--- src/i3c_target_pkg.sv ---
// I3C target receive path: shared widths, descriptor layout, bus event and sample types
package i3c_target_pkg;

  // Bus and address widths
  localparam int unsigned AddrWidth = 7;
  localparam int unsigned DataWidth = 8;

  // RX descriptor layout
  localparam int unsigned DescWidth     = 32;
  localparam int unsigned DescCountLsb  = 0;
  localparam int unsigned DescCountMsb  = 15;
  localparam int unsigned DescAddrLsb   = 16;
  localparam int unsigned DescOvflBit   = 29;
  localparam int unsigned DescParityBit = 30;

  // One-cycle bus condition pulses plus the synchronised SDA level
  typedef struct packed {
    logic start;
    logic rstart;
    logic stop;
    logic scl_posedge;
    logic scl_negedge;
    logic sda;
  } bus_event_t;

  // Completed byte and ninth bit from the sampler
  typedef struct packed {
    logic                 byte_valid;
    logic                 bit9_valid;
    logic [DataWidth-1:0] data;
    logic                 bit9;
  } rx_sample_t;

  typedef enum logic [2:0] {
    Idle,
    Addr,
    Ack,
    Write,
    Skip
  } target_state_e;

endpackage
--- src/i3c_target_rx.sv ---
// I3C target receive path top: bus monitor, bit sampler and target write FSM
module i3c_target_rx
  import i3c_target_pkg::*;
#(
  parameter int unsigned SyncStages = 2
) (
  input  logic                 clk_i,
  input  logic                 rst_ni,
  input  logic                 scl_i,
  input  logic                 sda_i,
  input  logic [AddrWidth-1:0] target_sta_addr_i,
  input  logic [AddrWidth-1:0] target_dyn_addr_i,
  input  logic                 target_sta_addr_valid_i,
  input  logic                 target_dyn_addr_valid_i,
  input  logic                 target_en_i,
  input  logic                 rx_queue_full_i,
  output logic                 sda_o,
  output logic                 rx_queue_wvalid_o,
  output logic [DataWidth-1:0] rx_queue_wdata_o,
  output logic                 rx_desc_wvalid_o,
  output logic [DescWidth-1:0] rx_desc_wdata_o,
  output logic [DataWidth-1:0] bus_addr_o,
  output logic                 bus_addr_valid_o,
  output logic                 parity_err_o
);

  bus_event_t bus_event;
  rx_sample_t rx_sample;

  bus_monitor #(
    .SyncStages(SyncStages)
  ) u_bus_monitor (
    .clk_i,
    .rst_ni,
    .scl_i,
    .sda_i,
    .bus_event_o(bus_event)
  );

  bus_rx_sampler u_bus_rx_sampler (
    .clk_i,
    .rst_ni,
    .bus_event_i(bus_event),
    .rx_sample_o(rx_sample)
  );

  target_rx_fsm u_target_rx_fsm (
    .clk_i,
    .rst_ni,
    .bus_event_i(bus_event),
    .rx_sample_i(rx_sample),
    .target_sta_addr_i,
    .target_dyn_addr_i,
    .target_sta_addr_valid_i,
    .target_dyn_addr_valid_i,
    .target_en_i,
    .rx_queue_full_i,
    .sda_o,
    .rx_queue_wvalid_o,
    .rx_queue_wdata_o,
    .rx_desc_wvalid_o,
    .rx_desc_wdata_o,
    .bus_addr_o,
    .bus_addr_valid_o,
    .parity_err_o
  );

endmodule

--- src/target_rx_fsm.sv ---
// I3C target write FSM: address match, ACK, T-bit check and RX queue/descriptor writes
module target_rx_fsm
  import i3c_target_pkg::*;
(
  input  logic                 clk_i,
  input  logic                 rst_ni,
  input  bus_event_t           bus_event_i,
  input  rx_sample_t           rx_sample_i,
  input  logic [AddrWidth-1:0] target_sta_addr_i,
  input  logic [AddrWidth-1:0] target_dyn_addr_i,
  input  logic                 target_sta_addr_valid_i,
  input  logic                 target_dyn_addr_valid_i,
  input  logic                 target_en_i,
  input  logic                 rx_queue_full_i,
  output logic                 sda_o,
  output logic                 rx_queue_wvalid_o,
  output logic [DataWidth-1:0] rx_queue_wdata_o,
  output logic                 rx_desc_wvalid_o,
  output logic [DescWidth-1:0] rx_desc_wdata_o,
  output logic [DataWidth-1:0] bus_addr_o,
  output logic                 bus_addr_valid_o,
  output logic                 parity_err_o
);

  target_state_e state_q;

  logic [DescCountMsb-DescCountLsb:0] count_q;
  logic ovfl_q;
  logic parity_q;
  logic [DataWidth-1:0] data_q;

  logic [AddrWidth-1:0] rx_addr;
  logic rx_rnw;
  logic addr_match;
  logic t_bit_ok;
  logic xfer_end;
  logic [DescWidth-1:0] desc;

  assign rx_addr = rx_sample_i.data[DataWidth-1:1];
  assign rx_rnw  = rx_sample_i.data[0];

  // Dynamic address takes over from the static one once assigned
  assign addr_match = target_en_i && !rx_rnw &&
                      (target_dyn_addr_valid_i ? (rx_addr == target_dyn_addr_i) :
                       (target_sta_addr_valid_i && (rx_addr == target_sta_addr_i)));

  // Data byte plus T-bit must hold an odd number of ones
  assign t_bit_ok = ^{data_q, rx_sample_i.bit9};

  assign xfer_end = bus_event_i.start || bus_event_i.rstart || bus_event_i.stop;

  always_comb begin
    desc = '0;
    desc[DescCountMsb:DescCountLsb] = count_q;
    desc[DescAddrLsb +: AddrWidth]  = bus_addr_o[DataWidth-1:1];
    desc[DescOvflBit]               = ovfl_q;
    desc[DescParityBit]             = parity_q;
  end

  always_ff @(posedge clk_i or negedge rst_ni) begin
    if (!rst_ni) begin
      state_q           <= Idle;
      sda_o             <= 1'b1;
      rx_queue_wvalid_o <= 1'b0;
      rx_desc_wvalid_o  <= 1'b0;
      bus_addr_o        <= '0;
      bus_addr_valid_o  <= 1'b0;
      parity_err_o      <= 1'b0;
      count_q           <= '0;
      ovfl_q            <= 1'b0;
      parity_q          <= 1'b0;
    end else begin
      rx_queue_wvalid_o <= 1'b0;
      rx_desc_wvalid_o  <= 1'b0;
      bus_addr_valid_o  <= 1'b0;
      parity_err_o      <= 1'b0;
      if (xfer_end) begin
        // Only a write transfer gets a descriptor
        rx_desc_wvalid_o <= (state_q == Write);
        sda_o            <= 1'b1;
        state_q          <= bus_event_i.stop ? Idle : Addr;
      end else begin
        unique case (state_q)
          Addr: begin
            if (rx_sample_i.byte_valid) begin
              bus_addr_o       <= rx_sample_i.data;
              bus_addr_valid_o <= 1'b1;
              if (addr_match) begin
                state_q  <= Ack;
                count_q  <= '0;
                ovfl_q   <= 1'b0;
                parity_q <= 1'b0;
              end else begin
                state_q <= Skip;
              end
            end
          end
          Ack: begin
            // Pull low on the negedge after bit 8, release after bit 9
            if (bus_event_i.scl_negedge) begin
              if (sda_o) begin
                sda_o <= 1'b0;
              end else begin
                sda_o   <= 1'b1;
                state_q <= Write;
              end
            end
          end
          Write: begin
            if (rx_sample_i.bit9_valid) begin
              if (!t_bit_ok) begin
                parity_err_o <= 1'b1;
                parity_q     <= 1'b1;
              end else if (rx_queue_full_i) begin
                ovfl_q <= 1'b1;
              end else begin
                rx_queue_wvalid_o <= 1'b1;
                count_q           <= count_q + 1'b1;
              end
            end
          end
          default: ;
        endcase
      end
    end
  end

  always_ff @(posedge clk_i) begin
    if (state_q == Write && rx_sample_i.byte_valid) begin
      data_q <= rx_sample_i.data;
    end
    if (state_q == Write && rx_sample_i.bit9_valid) begin
      rx_queue_wdata_o <= data_q;
    end
    if (xfer_end) begin
      rx_desc_wdata_o <= desc;
    end
  end

  ack_only_in_ack_a : assert property (@(posedge clk_i) disable iff (!rst_ni)
    !sda_o |-> (state_q == Ack));

  // Queue write decided in a cycle where the queue had room
  no_write_when_full_a : assert property (@(posedge clk_i) disable iff (!rst_ni)
    rx_queue_wvalid_o |-> !$past(rx_queue_full_i));

endmodule

--- src/bus_rx_sampler.sv ---
// I3C bit sampler: shifts SDA in on SCL rising edges and reports each byte and ninth bit
module bus_rx_sampler
  import i3c_target_pkg::*;
(
  input  logic       clk_i,
  input  logic       rst_ni,
  input  bus_event_t bus_event_i,
  output rx_sample_t rx_sample_o
);

  localparam int unsigned CntWidth = $clog2(DataWidth + 1);

  logic [CntWidth-1:0]  bit_cnt_q;
  logic [DataWidth-2:0] shift_q;
  logic                 last_data_bit;
  logic                 ninth_bit;

  assign last_data_bit = (bit_cnt_q == CntWidth'(DataWidth - 1));
  assign ninth_bit     = (bit_cnt_q == CntWidth'(DataWidth));

  // Bit counter runs 0..8 and restarts at every START or Sr
  always_ff @(posedge clk_i or negedge rst_ni) begin
    if (!rst_ni) begin
      bit_cnt_q <= '0;
    end else if (bus_event_i.start || bus_event_i.rstart) begin
      bit_cnt_q <= '0;
    end else if (bus_event_i.scl_posedge) begin
      if (ninth_bit) begin
        bit_cnt_q <= '0;
      end else begin
        bit_cnt_q <= bit_cnt_q + 1'b1;
      end
    end
  end

  // MSB first
  always_ff @(posedge clk_i) begin
    if (bus_event_i.scl_posedge) begin
      shift_q <= {shift_q[DataWidth-3:0], bus_event_i.sda};
    end
  end

  // Byte completes with the bit being sampled right now
  always_comb begin
    rx_sample_o.byte_valid = bus_event_i.scl_posedge & last_data_bit;
    rx_sample_o.bit9_valid = bus_event_i.scl_posedge & ninth_bit;
    rx_sample_o.data       = {shift_q, bus_event_i.sda};
    rx_sample_o.bit9       = bus_event_i.sda;
  end

endmodule

--- src/bus_monitor.sv ---
// I3C bus monitor: synchronises SCL/SDA and reports edges and START, Sr and STOP
module bus_monitor
  import i3c_target_pkg::*;
#(
  parameter int unsigned SyncStages = 2
) (
  input  logic       clk_i,
  input  logic       rst_ni,
  input  logic       scl_i,
  input  logic       sda_i,
  output bus_event_t bus_event_o
);

  logic [SyncStages-1:0] scl_sync;
  logic [SyncStages-1:0] sda_sync;
  logic scl_s;
  logic sda_s;
  logic scl_q;
  logic sda_q;
  logic bus_open_q;

  logic scl_rise;
  logic scl_fall;
  logic sda_rise;
  logic sda_fall;
  logic scl_high;
  logic start_det;
  logic rstart_det;
  logic stop_det;

  // Idle bus is high on both lines
  always_ff @(posedge clk_i or negedge rst_ni) begin
    if (!rst_ni) begin
      scl_sync <= '1;
      sda_sync <= '1;
    end else begin
      scl_sync[0] <= scl_i;
      sda_sync[0] <= sda_i;
      for (int i = 1; i < SyncStages; i++) begin
        scl_sync[i] <= scl_sync[i-1];
        sda_sync[i] <= sda_sync[i-1];
      end
    end
  end

  assign scl_s = scl_sync[SyncStages-1];
  assign sda_s = sda_sync[SyncStages-1];

  assign scl_rise = scl_s & ~scl_q;
  assign scl_fall = ~scl_s & scl_q;
  assign sda_rise = sda_s & ~sda_q;
  assign sda_fall = ~sda_s & sda_q;
  assign scl_high = scl_s & scl_q;

  // SDA fall under high SCL opens a transfer, or restarts an open one
  assign start_det  = sda_fall & scl_high & ~bus_open_q;
  assign rstart_det = sda_fall & scl_high & bus_open_q;
  assign stop_det   = sda_rise & scl_high;

  always_ff @(posedge clk_i or negedge rst_ni) begin
    if (!rst_ni) begin
      scl_q       <= 1'b1;
      sda_q       <= 1'b1;
      bus_open_q  <= 1'b0;
      bus_event_o <= '{sda: 1'b1, default: 1'b0};
    end else begin
      scl_q <= scl_s;
      sda_q <= sda_s;
      if (start_det) begin
        bus_open_q <= 1'b1;
      end else if (stop_det) begin
        bus_open_q <= 1'b0;
      end
      bus_event_o.start       <= start_det;
      bus_event_o.rstart      <= rstart_det;
      bus_event_o.stop        <= stop_det;
      bus_event_o.scl_posedge <= scl_rise;
      bus_event_o.scl_negedge <= scl_fall;
      bus_event_o.sda         <= sda_s;
    end
  end

  // SCL and SDA moving in the same cycle could be neither a data bit nor a condition
  scl_sda_skew_a : assert property (@(posedge clk_i) disable iff (!rst_ni)
    (scl_s != scl_q) |-> (sda_s == sda_q));

endmodule

--- config.mk ---
export PLATFORM = sky130hd
export DESIGN_NAME = i3c_target_rx
export DESIGN_NICKNAME = d
export VERILOG_FILES = /design/src/i3c_target_pkg.sv /design/src/i3c_target_rx.sv /design/src/target_rx_fsm.sv /design/src/bus_rx_sampler.sv /design/src/bus_monitor.sv
export SDC_FILE = /design/constraint.sdc
export NUM_CORES = 1
export LEC_CHECK = 0
export BUFFER_PORTS_ARGS = -buffer_cell sky130_fd_sc_hd__buf_2
export CAP_MARGIN = 20
export CORE_ASPECT_RATIO = 1.75
export CORE_MARGIN = 2
export CORE_UTILIZATION = 45
export CTS_BUF_LIST = sky130_fd_sc_hd__clkbuf_4
export DETAILED_ROUTE_END_ITERATION = 8
export PLACE_DENSITY = 0.8
export REMOVE_ABC_BUFFERS = 1
export SETUP_SLACK_MARGIN = 0.1
export SYNTH_ARGS = -nofsm -noshare
export SYNTH_HDL_FRONTEND = slang
export SYNTH_HIERARCHICAL = 1
export SYNTH_SLANG_ARGS = --single-unit
--- constraint.sdc ---
create_clock -name clk_i -period 2.5 [get_ports clk_i]
set_clock_uncertainty 0.2 [all_clocks]
set_input_delay 0.5 -clock clk_i [delete_from_list [all_inputs] [get_ports clk_i]]
set_output_delay 0.5 -clock clk_i [all_outputs]
set_load 0.005 [all_outputs]
==> results.yml <==
run_status:
  status: "complete, but fails checks"
  violations: "negative setup slack"
global_routing:
  grt_pass1_vias: 2733
  grt_max_degree: 51
  antenna_found_initial: 0
  overflow: 0
  grt_usage_pct: 16.1
  grt_pass1_wl_mm: 12.4
timing:
  min_period_over_period_pct: 101
  grt_setup_unrepaired: "yes"
  fmax_mhz: 397
  setup_tns_ns: -0.0200
  finalCriticalPeriod_ns: 2.52
  drv_slew: 0
  finalSetupViolations: 2
  hold_violations: 0
  setup_slack_ns: -0.0197
synth:
  synth_top_family_by_area: "simple AND/OR/NAND/NOR gates"
  synth-seq-cells: 98
  synth_area_per_cell_um2: 13.0
  synth.most_common_cell: "edfxtp_1"
  synth_edf_count: 48
  yosysWarnings: 6
  synth-simple-area-share_pct: 13.2
  syn_inst: 315
  yosysTopAreaCellShare_pct: 35.2
  async_flop_share_pct: 51.0
  seq_area_frac_synth_pct: 66.0
  synth_cell_types: 51
  synth-compound-area-share_pct: 6.82
  synth.area.top_cells: "edfxtp_1, dfrtp_1, dfstp_2"
  ys.flop_type: "edfxtp_1"
  synth_top_area_cell: "edfxtp_1"
  synth.cells.most_frequent: "edfxtp_1, dfrtp_1, inv_1"
  synth_xor_area_share_pct: 5.23
  synth_fa_ha_area_share_pct: 0.917
  synth_mux_area_share_pct: 3.06
  syn_area_um2: 4090
power_and_ir_drop:
  p_leak_nw: 2.14
  ir_drop_uv: 493
  power.density_nw_per_um2: 660
floorplanning:
  num_rows: 46
  pin_count: 75
  die_w_um: 76.1
  fp.coreArea_um2: 8980
  die_y_um: 130
  start_util_pct: 45.6
  die_area_um2: 9900
clock_tree:
  numCtsBuffers: 9
  cts-root-buf: "clkbuf_4"
  clkTransAtPathRegs_ns: 0.16
  cts_tree: "done"
  clockBufferDepth: 2
  clock_sinks: 98
  htree_levels: 3
  clock_latency_ns: 0.46
critical_path:
  reg2reg_setup_slack_ns: -0.02
  worstPathRequired_ns: 2.66
  cp-end-kind: "flip-flop"
  rr_endpoint: "u_target_rx_fsm/count_q[0]"
  startpoint_type: "flip-flop"
  reg2reg_depth: 7
  cp-startpoint: "u_bus_rx_sampler/shift_q[2]"
  cp.arrival_ns: 2.68
  criticalPathCategory: "reg2reg"
  r2r-start: "u_bus_rx_sampler/shift_q[2]"
  path_max_fanout: 3
  crit_end: "u_target_rx_fsm/count_q[0]"
route:
  dr.pass1.iters: 4
  drt-initial-drc-count: 168
  ant_nets: 0
  via_per_inst: 5.10
  wl_per_cell_um: 14.6
  drc: 0
  wl_mm: 7.78
  num_vias: 2721
run:
  max-cap-violations: 0
cells_and_area:
  layout-drive-gt1-share_pct: 31.6
  regArea_um2: 2700
  final_util_pct: 54.5
  syn_to_final_growth_pct: 19.6
  nNetsFinal: 434
  diodes: 0
  multi_input_area_um2: 1240
  fillCellCount: 771
placed_design:
  gp_congestion: 0.747
  pre_cts_ws_ns: -0.209
  dpl.hpwl_mm: 5.68
  port_buffers: 67
hold_path:
  holdCritPathClass: "reg2reg"
==> kinds of logic (layout without fill, tap and decap cells) <==
family / count (synthesis) / after routing
compound gates: 41 / 41
buf+inv: 38 / 131
simple gates: 101 / 101
other cells: 1 / 7
flops: 98 / 98
xor+xnor: 22 / 22
fa+ha+maj: 3 / 3
mux: 11 / 11
==> critical path, cell delays in order (launching register included) <==
cell	delay, ns
edfxtp_1	0.45
xor2_1	0.19
nor4_2	0.28
buf_4	0.15
nand4_1	0.09
a2111o_1	0.51
a21oi_4	0.23
mux2_4	0.32
==> cell type report <==
cell class | instances | share of cell area (%)
Multi-Input combinational cell | 185 | 25.3
Clock buffer | 9 | 1.38
Timing Repair Buffer | 92 | 11.3
Inverter | 23 | 1.76
Sequential cell | 98 | 55.2
Clock inverter | 7 | 2.05
Tap cell | 120 | 3.07
==> flip-flops by register name, indices dropped and copies added (netlist names), 2 cells and up <==
name,cells
u_target_rx_fsm/rx_desc_wdata_o,25
u_target_rx_fsm/count_q,16
u_target_rx_fsm/bus_addr_o,8
u_target_rx_fsm/data_q,8
u_target_rx_fsm/rx_queue_wdata_o,8
u_bus_rx_sampler/shift_q,7
u_bus_monitor/bus_event_o,5
u_bus_rx_sampler/bit_cnt_q,4
u_target_rx_fsm/state_q,3
u_bus_monitor/scl_sync,2
u_bus_monitor/sda_sync,2
==> stage by stage <==
step,total power (W),std cells,hold slack (ns),area (um2)
6_report,0.00323,534,0.153,4890
5_1_grt,0.00337,534,0.152,4890
4_1_cts,0.00326,533,0.151,4870
3_5_place_dp,0.00232,510,0.149,4640
3_3_place_gp,0.00229,510,0.147,4640
2_1_floorplan,0.00216,306,0.00441,4010
==> timing repair <==
action                     CTS  global route
gates resized for setup      3             8
pin swaps                    0             5
setup buffers                4             1
hold endpoints to repair    45             0
setup endpoints to repair   18            18
hold buffers                 3             0
==> layer usage <==
metal	global-route usage (%)	routed length (um)
met5	0	0
met4	6.31	103
met3	4.29	385
met1	16.7	2970
met2	30.8	4320
==> report_power, final <==
group,switching (W),internal (W)
clock network,0.000524,0.000414
logic,0.000185,0.000160
registers,0.000106,0.00184
total,0.000816,0.00241
==> worst min-delay path by stage <==
stage	startpoint	end	slack [ns]	cells past startpoint
3_5_place_dp	u_bus_monitor/sda_sync[0]	u_bus_monitor/sda_sync[1]	0.15	0
2_1_floorplan	rst_ni	u_bus_monitor/bus_event_o[1]	0.004	0
4_1_cts	u_bus_monitor/sda_sync[0]	u_bus_monitor/sda_sync[1]	0.15	0
5_1_grt	u_bus_monitor/sda_sync[0]	u_bus_monitor/sda_sync[1]	0.15	0
3_3_place_gp	u_bus_monitor/scl_sync[0]	u_bus_monitor/scl_sync[1]	0.15	0
6_report	u_bus_monitor/sda_sync[0]	u_bus_monitor/sda_sync[1]	0.15	0
==> cells in the final DEF (no fill, tap or decap), drive strengths merged, types with 2 or more instances in the layout <==
cell	netlist	layout
xnor2	7	7
and2	2	2
conb	1	7
and2b	3	3
dfstp	7	7
a21oi	8	8
dlygate4sd3	0	3
nor2	19	19
bufinv	0	2
mux2i	2	2
o31ai	3	3
a211oi	2	2
nor3	12	12
or3	4	4
nand2	19	19
and3	9	9
edfxtp	48	48
o211ai	7	7
buf	12	89
mux2	9	9
dfrtp	43	43
clkbuf	3	9
nor4	5	5
a31oi	3	3
nand3	13	13
inv	23	25
nor3b	3	3
xor2	14	14
ha	3	3
nand4	4	4
nand3b	3	3
o21ai	13	13
clkinv	0	2
(Power assumes the default switching activity.)
